==> src/verilog/mem_bus_pkg.sv <==
package mem_bus_pkg;

	//////////////////////////////////////////////////
	// Bus widths
	//////////////////////////////////////////////////

	localparam int word_width = 16;
	localparam int addr_width = 16;
	localparam int tag_width = 32;

	typedef logic [word_width-1:0] word_t;
	typedef logic [addr_width-1:0] addr_t;
	typedef logic [tag_width-1:0] tag_t;

	// CPU access, held steady until done
	typedef struct packed {
		logic rd;
		logic wr;
		addr_t addr;
		word_t wdata;
		tag_t tag;
	} mem_req_t;

	// SRAM strobes, all active low
	typedef struct packed {
		logic en_n;
		logic oe_n;
		logic we_n;
	} sram_ctl_t;

	localparam sram_ctl_t sram_ctl_idle = '{en_n: 1'b1, oe_n: 1'b1, we_n: 1'b1};

endpackage

==> src/verilog/uart_chip_pkg.sv <==
package uart_chip_pkg;

	//////////////////////////////////////////////////
	// Parallel UART chip pins
	//////////////////////////////////////////////////

	// Status lines from the chip
	typedef struct packed {
		logic data_ready;
		logic tbre;
		logic tsre;
	} uart_stat_t;

	// Read and write strobes, active low
	typedef struct packed {
		logic rdn;
		logic wrn;
	} uart_ctl_t;

	localparam uart_ctl_t uart_ctl_idle = '{rdn: 1'b1, wrn: 1'b1};

endpackage

==> src/verilog/rx_queue.sv <==
`timescale 1ns/10ps

module rx_queue
	import mem_bus_pkg::*;
#(
	parameter int rx_depth_log2 = 2
) (
	input logic clk,
	input logic reset,
	input logic push,
	input word_t push_data,
	input logic pop,
	output word_t front_data,
	output logic empty,
	output logic full
);

	localparam int depth = 1 << rx_depth_log2;

	logic [rx_depth_log2-1:0] front_ptr;
	logic [rx_depth_log2-1:0] tail_ptr;
	logic [rx_depth_log2:0] count;
	word_t mem [depth];

	logic do_push;
	logic do_pop;

	// Requests against a full or empty queue are dropped
	assign do_push = push && !full;
	assign do_pop = pop && !empty;

	always_ff @(posedge clk) begin
		if (reset) begin
			front_ptr <= '0;
			tail_ptr <= '0;
			count <= '0;
		end else begin
			if (do_push)
				tail_ptr <= tail_ptr + 1'b1;
			if (do_pop)
				front_ptr <= front_ptr + 1'b1;
			case ({do_push, do_pop})
				2'b10: count <= count + 1'b1;
				2'b01: count <= count - 1'b1;
				default: count <= count;
			endcase
		end
	end

	always_ff @(posedge clk) begin
		if (do_push)
			mem[tail_ptr] <= push_data;
	end

	assign front_data = mem[front_ptr];
	assign empty = (count == '0);
	assign full = (count == depth[rx_depth_log2:0]);

endmodule

==> src/verilog/mem_uart_ctrl.sv <==
`timescale 1ns/10ps

module mem_uart_ctrl
	import mem_bus_pkg::*;
	import uart_chip_pkg::*;
#(
	parameter addr_t uart_addr = 16'hBF00
) (
	input logic clk,
	input logic reset,

	// CPU side
	input mem_req_t req,
	input logic req_valid,
	output logic done,
	output word_t rdata,
	output logic err,

	// SRAM side and shared data bus
	output addr_t ram_addr,
	output sram_ctl_t ram_ctl,
	output word_t bus_out,
	output logic bus_oe,
	input word_t bus_in,

	// UART chip
	input uart_stat_t uart_stat,
	output uart_ctl_t uart_ctl,

	// Receive queue
	output logic q_push,
	output word_t q_push_data,
	output logic q_pop,
	input word_t q_front,
	input logic q_empty,
	input logic q_full
);

	// Upper nibble groups the states by device
	typedef enum logic [7:0] {
		st_idle = 8'h0f,
		st_rx1 = 8'hd1,
		st_rx2 = 8'hd2,
		st_qrd = 8'h83,
		st_tx_setup = 8'he1,
		st_tx_strobe = 8'he2,
		st_tx_tbre = 8'he3,
		st_tx_tsre = 8'he4,
		st_rd1 = 8'h51,
		st_rd2 = 8'h52,
		st_wr1 = 8'h61,
		st_wr2 = 8'h62
	} state_t;

	state_t state;

	logic done_flag;
	tag_t done_tag;

	logic is_uart;
	logic req_ok;
	logic rx_ready;
	logic accept;
	logic complete;

	//////////////////////////////////////////////////
	// Request decode and completion
	//////////////////////////////////////////////////

	assign is_uart = (req.addr == uart_addr);
	assign req_ok = req.rd ^ req.wr;

	// Word waiting at the chip and room to keep it
	assign rx_ready = uart_stat.data_ready && !q_full;

	// Receive polling wins over the CPU in idle
	assign accept = (state == st_idle) && !rx_ready && req_valid && !done;

	// Done only while the CPU still shows the completed tag
	assign done = done_flag && (req.tag == done_tag);

	always_comb begin
		case (state)
			st_idle: complete = accept && !req_ok;
			st_qrd, st_rd2, st_wr2: complete = 1'b1;
			st_tx_tsre: complete = uart_stat.tsre;
			default: complete = 1'b0;
		endcase
	end

	assign ram_addr = req.addr;
	assign bus_out = req.wdata;

	//////////////////////////////////////////////////
	// Sequencer
	//////////////////////////////////////////////////

	always_ff @(posedge clk) begin
		if (reset) begin
			state <= st_idle;
			ram_ctl <= sram_ctl_idle;
			uart_ctl <= uart_ctl_idle;
			bus_oe <= 1'b0;
			done_flag <= 1'b0;
			err <= 1'b0;
			q_push <= 1'b0;
			q_pop <= 1'b0;
		end else begin
			q_push <= 1'b0;
			q_pop <= 1'b0;

			case (state)
				st_idle: begin
					if (rx_ready) begin
						uart_ctl.rdn <= 1'b0;
						state <= st_rx1;
					end else if (accept && req_ok) begin
						done_flag <= 1'b0;
						case ({is_uart, req.wr})
							2'b10: begin
								state <= st_qrd;
							end
							2'b11: begin
								bus_oe <= 1'b1;
								state <= st_tx_setup;
							end
							2'b00: begin
								ram_ctl.en_n <= 1'b0;
								state <= st_rd1;
							end
							default: begin
								ram_ctl.en_n <= 1'b0;
								bus_oe <= 1'b1;
								state <= st_wr1;
							end
						endcase
					end else if (accept) begin
						// Both or neither of rd and wr
						err <= 1'b1;
					end
				end

				// Pull one word from the chip
				st_rx1: begin
					q_push <= 1'b1;
					state <= st_rx2;
				end
				st_rx2: begin
					uart_ctl.rdn <= 1'b1;
					state <= st_idle;
				end

				// Nothing popped from an empty queue
				st_qrd: begin
					q_pop <= !q_empty;
					state <= st_idle;
				end

				st_tx_setup: begin
					uart_ctl.wrn <= 1'b0;
					state <= st_tx_strobe;
				end
				st_tx_strobe: begin
					if (!uart_stat.tbre) begin
						uart_ctl.wrn <= 1'b1;
						state <= st_tx_tbre;
					end
				end
				st_tx_tbre: begin
					if (uart_stat.tbre)
						state <= st_tx_tsre;
				end
				st_tx_tsre: begin
					if (uart_stat.tsre) begin
						bus_oe <= 1'b0;
						state <= st_idle;
					end
				end

				st_rd1: begin
					ram_ctl.oe_n <= 1'b0;
					state <= st_rd2;
				end
				st_rd2: begin
					ram_ctl <= sram_ctl_idle;
					state <= st_idle;
				end

				st_wr1: begin
					ram_ctl.we_n <= 1'b0;
					state <= st_wr2;
				end
				st_wr2: begin
					ram_ctl <= sram_ctl_idle;
					bus_oe <= 1'b0;
					state <= st_idle;
				end

				default: begin
					ram_ctl <= sram_ctl_idle;
					uart_ctl <= uart_ctl_idle;
					bus_oe <= 1'b0;
					state <= st_idle;
				end
			endcase

			if (complete)
				done_flag <= 1'b1;
		end
	end

	//////////////////////////////////////////////////
	// Data capture
	//////////////////////////////////////////////////

	always_ff @(posedge clk) begin
		if (state == st_rx1)
			q_push_data <= bus_in;

		if (state == st_rd2)
			rdata <= bus_in;
		else if (state == st_qrd)
			rdata <= q_empty ? '0 : q_front;

		if (complete)
			done_tag <= req.tag;
	end

endmodule

==> src/verilog/mem_uart_top.sv <==
`timescale 1ns/10ps

module mem_uart_top
	import mem_bus_pkg::*;
	import uart_chip_pkg::*;
#(
	parameter addr_t uart_addr = 16'hBF00,
	parameter int rx_depth_log2 = 2
) (
	input logic clk,
	input logic reset,

	// CPU side
	input mem_req_t req,
	input logic req_valid,
	output logic done,
	output word_t rdata,
	output logic err,

	// SRAM and shared bus
	output addr_t ram_addr,
	output sram_ctl_t ram_ctl,
	output word_t bus_out,
	output logic bus_oe,
	input word_t bus_in,

	// UART chip
	input uart_stat_t uart_stat,
	output uart_ctl_t uart_ctl
);

	logic q_push;
	word_t q_push_data;
	logic q_pop;
	word_t q_front;
	logic q_empty;
	logic q_full;

	mem_uart_ctrl #(
		.uart_addr(uart_addr)
	) mem_uart_ctrl_inst (
		.clk(clk),
		.reset(reset),
		.req(req),
		.req_valid(req_valid),
		.done(done),
		.rdata(rdata),
		.err(err),
		.ram_addr(ram_addr),
		.ram_ctl(ram_ctl),
		.bus_out(bus_out),
		.bus_oe(bus_oe),
		.bus_in(bus_in),
		.uart_stat(uart_stat),
		.uart_ctl(uart_ctl),
		.q_push(q_push),
		.q_push_data(q_push_data),
		.q_pop(q_pop),
		.q_front(q_front),
		.q_empty(q_empty),
		.q_full(q_full)
	);

	rx_queue #(
		.rx_depth_log2(rx_depth_log2)
	) rx_queue_inst (
		.clk(clk),
		.reset(reset),
		.push(q_push),
		.push_data(q_push_data),
		.pop(q_pop),
		.front_data(q_front),
		.empty(q_empty),
		.full(q_full)
	);

endmodule

==> config.mk <==
export PLATFORM = sky130hd
export DESIGN_NAME = mem_uart_top
export DESIGN_NICKNAME = d
export VERILOG_FILES = /design/src/verilog/mem_bus_pkg.sv /design/src/verilog/uart_chip_pkg.sv /design/src/verilog/rx_queue.sv /design/src/verilog/mem_uart_ctrl.sv /design/src/verilog/mem_uart_top.sv
export SDC_FILE = /design/constraint.sdc
export NUM_CORES = 1
export LEC_CHECK = 0
export BUFFER_PORTS_ARGS = -buffer_cell sky130_fd_sc_hd__buf_2
export CORE_MARGIN = 5
export CORE_UTILIZATION = 59
export CTS_CLUSTER_DIAMETER = 100
export CTS_CLUSTER_SIZE = 20
export DETAILED_ROUTE_END_ITERATION = 8
export PLACE_DENSITY = 0.86
export SLEW_MARGIN = 15
export SYNTH_ARGS = -nofsm -noshare
export SYNTH_HDL_FRONTEND = slang
export SYNTH_SLANG_ARGS = --single-unit
==> constraint.sdc <==
create_clock -name clk -period 6.6 [get_ports clk]
set_clock_uncertainty 0.2 [all_clocks]
set_input_delay 0 -clock clk [delete_from_list [all_inputs] [get_ports clk]]
set_output_delay 0 -clock clk [all_outputs]
set_load 0.005 [all_outputs]
==> results by group <==
Drt
  • DR WL/cell: 21.15 um
  • DRC Markers: 0
  • DRT antenna net count: 0
  • DR iter-0 viols: 359
  • M1 WL: 6.368 mm
  • First-pass DRT Iterations: 5
  • Total Wirelength: 17.11 mm
  • WL met2: 8.771 mm
  • Vias: 4683
  • Met3 WL: 1.454 mm
  • DR top layer: met4
  • Via density: 5.789

Die
  • Horiz. Die Dim: 116.7 um
  • Initial Util: 59.63%
  • Floorplan Core Area: 0.01127 mm2
  • Die H: 116.7 um
  • I/O pin count: 144
  • Standard-cell rows: 39
  • DIE AREA: 0.01363 mm2

Critical path
  • Worst R2R Start: mem_uart_ctrl_inst.done_tag[28]
  • Critical Path Start Type: flip-flop
  • CP dominant cell by count: dlygate4sd3_1
  • Logic depth of the worst path, buffers included: 8
  • Slowest-stage cell, CP: nor3_1
  • CP startpoint: mem_uart_ctrl_inst.done_tag[28]
  • CP required: 6.71 ns
  • Critical path class: reg -> reg
  • Worst path arrival time: 3.72 ns
  • Internal reg-to-reg setup slack: 2.99 ns
  • Slowest stage delay, CP: 0.66 ns
  • Worst r2r path cells: 8
  • CP bufs+invs: 2
  • Crit-path max FO: 7
  • Kind of cell adding the most delay to the critical path: simple AND/OR/NAND/NOR gates
  • CP endpoint: mem_uart_ctrl_inst.err
  • Reg2reg end: mem_uart_ctrl_inst.err
  • Crit. End Element: flip-flop
  • Worst-path cell chain: xor2_1 > nor4_1 > nand3_1 > nor3_1 > nand4b_1 > dlygate4sd3_1 > a21oi_1 > dlygate4sd3_1

Clock tree
  • Clock tree root buffer cell: clkbuf_16
  • Num CTS Buffers: 17
  • Max clock buf depth: 2
  • # Post-CTS Setup Buffers: 0
  • CTS tree: built
  • Clock Sinks: 155
  • Reg clk slew, reported paths: 0.06 ns
  • Cts repair resizes: 0
  • Htree depth: 4
  • Worst skew pair latency: 0.42 ns

Global routing
  • Total grt overflow: 0
  • Pin count of the biggest net entering global routing: 35
  • Vias in the first global route: 4975
  • First-pass GRT wire length: 26.25 mm
  • GRT Overall Usage: 26.07%
  • Initial antenna violation count: 1

Logic synthesis
  • Post-synth ARST share: 0%
  • Synth Flop Type: edfxtp_1
  • Synth Net Count: 575
  • Synthesized area: 0.006721 mm2
  • Synth warn: 0
  • Yosys reg bits: 155
  • Dominant cells by area after synthesis: edfxtp_1, dfxtp_1, mux4_2
  • Syn avg cell area: 13.97 um2
  • Register area share after synthesis: 65.23%
  • Post-synth top area cell: edfxtp_1
  • Cell variety after synth: 58
  • Top cell type's share of synthesized area: 57.19%
  • Number of synthesized flops with an enable pin: 128
  • Syn Inst Count: 481

Timing
  • Slew Limit Fails: 0
  • Setup TNS: 0 ns
  • RSZ-0062 raised after global routing: false
  • Tmin final: 3.612 ns
  • WHS: -0.0005919 ns
  • Slew @ Worst Pin: 0.8704 ns
  • Final setup viols: 0
  • Relative slew slack: 41.97%
  • FMAX: 0.2768 GHz
  • Final hold violations: 1
  • Final critical-path share of the clock period: 54.73%

Layout
  • Layout cells sized above 1: 25.75%
  • Nets: 745
  • Area grow syn2layout: 28.69%
  • Final non-filler cell total: 809

Pwr
  • Leak: 3.105 nW
  • Worst vdd ir: 0.2865 mV
  • P per Cell Area: 280.5 mW/mm2

Outcome
  • Violated checks: hold timing
  • Status: finished, violations left

Place
  • Number of port buffers: 111
  • GP Congestion: 0.8580
  • Hpwl dp: 9.670 mm
  • Total placed cells including tap cells: 686

Min path
  • Hold/Removal Path Class: in -> out

Flow run
  • Max Cap Viol: 0
[Yosys cell counts, types with 3 or more instances]
master,instances
dfxtp_1,27
mux4_2,16
and4b_1,3
o21ai_0,21
nand3_1,6
o21bai_1,3
or3_1,3
nand2_1,47
and3_1,4
xnor2_1,4
buf_4,34
nor4_1,10
nor3_1,9
xor2_1,34
or3b_2,3
nand4b_1,4
a21o_1,5
buf_2,6
nand2b_1,6
inv_1,7
nor4b_1,3
ha_1,5
clkbuf_1,10
nand4_1,3
edfxtp_1,128
o21a_1,3
a21oi_2,3
a21oi_1,12
nor2_1,24
[area by class of cell]
type                            count  area (um2)
Timing Repair Buffer              203        1469
Multi-Input combinational cell    267        1983
Tap cell                          143       178.9
Fill cell                         610        2623
Clock buffer                       21       460.4
Antenna cell                        2       5.005
Sequential cell                   155        4384
Clock inverter                     11       142.6
Inverter                            7       26.28
[where the power goes]
part / leakage (nW) / internal (mW) / switching [mW]
registers: 1.37 / 1.10 / 0.0454
clock network: 0.295 / 0.614 / 0.378
logic: 1.44 / 0.142 / 0.151
[stage by stage]
stage / area, um2 / utilization (%) / worst slack, ns / total power, mW / hold slack (ns)
final: 8650 / 76.73 / 2.988 / 2.426 / -0.0005919
after CTS: 8642 / 76.67 / 3.271 / 2.418 / 0.0003080
after global routing: 8650 / 76.73 / 2.865 / 2.509 / 0.02063
after detailed placement: 7148 / 63.41 / 3.286 / 1.388 / -0.2000
after floorplan: 6721 / - / 3.794 / 1.321 / -0.1192
after global placement: 7148 / 63.41 / 3.381 / 1.380 / -0.2000
[state kept, by name (all words and copies together) (netlist names), 2 cells and up, named ones only]
signal and count:
rx_queue_inst.front_ptr 2, mem_uart_ctrl_inst.state 8, rx_queue_inst.count 3, mem_uart_ctrl_inst.done_tag 32, rx_queue_inst.mem 64, mem_uart_ctrl_inst.uart_ctl 2, rx_queue_inst.tail_ptr 2, mem_uart_ctrl_inst.ram_ctl 3
mem_uart_ctrl_inst.q_push_data 16, mem_uart_ctrl_inst.rdata 16
[placed cells by master, fill, tap and decap left out, drive strengths merged, types with 4 or more instances in the layout]
| cell type | count |
|---|---|
| edfxtp | 128 |
| buf | 114 |
| dlygate4sd3 | 89 |
| nand2 | 47 |
| xor2 | 34 |
| dfxtp | 27 |
| nor2 | 24 |
| o21ai | 21 |
| clkbuf | 21 |
| mux4 | 16 |
| a21oi | 15 |
| nor4 | 11 |
| nor3 | 9 |
| inv | 8 |
| nand2b | 6 |
| nand3 | 6 |
| or3b | 6 |
| clkinv | 6 |
| a21o | 5 |
| ha | 5 |
| xnor2 | 4 |
| nand4b | 4 |
| and3 | 4 |
[layer usage]
| layer | track usage (%) | vias up |
|---|---|---|
| li1 | - | 2107 |
| met1 | 30.64 | 2257 |
| met2 | 45.05 | 276 |
| met3 | 8.187 | 43 |
| met4 | 9.633 | 0 |
| met5 | 0 | - |
[kinds of logic after synthesis]
| kind of cell | after synthesis | share of synthesized area [%] |
|---|---|---|
| muxes | 16 | 5.361 |
| and+or+nand+nor | 146 | 11.84 |
| AOI/OAI and AO/OA | 61 | 5.957 |
| buffers and inverters | 59 | 5.436 |
| adders and majority gates | 6 | 1.229 |
| xor gates and xnor gates | 38 | 4.952 |
| DFF | 155 | 65.23 |
[worst min path at each step]
| stage | from | endpoint | slack (ns) | cells past startpoint |
|---|---|---|---|---|
| finish | req[53] | ram_addr[5] | -0.0006 | 2 |
| global route | req[53] | ram_addr[5] | 0.02 | 2 |
| CTS | req[48] | ram_addr[0] | 0.0003 | 2 |
| detailed placement | req[40] | bus_out[8] | -0.20 | 0 |
| global placement | req[40] | bus_out[8] | -0.20 | 0 |
| floorplan | req[32] | bus_out[0] | -0.12 | 1 |
[repair_timing]
action | CTS | global route
setup endpoints to repair | 0 | 0
hold buffers | 89 | 0
endpoints found under the hold margin | 116 | 0
(Power assumes the default switching activity.)
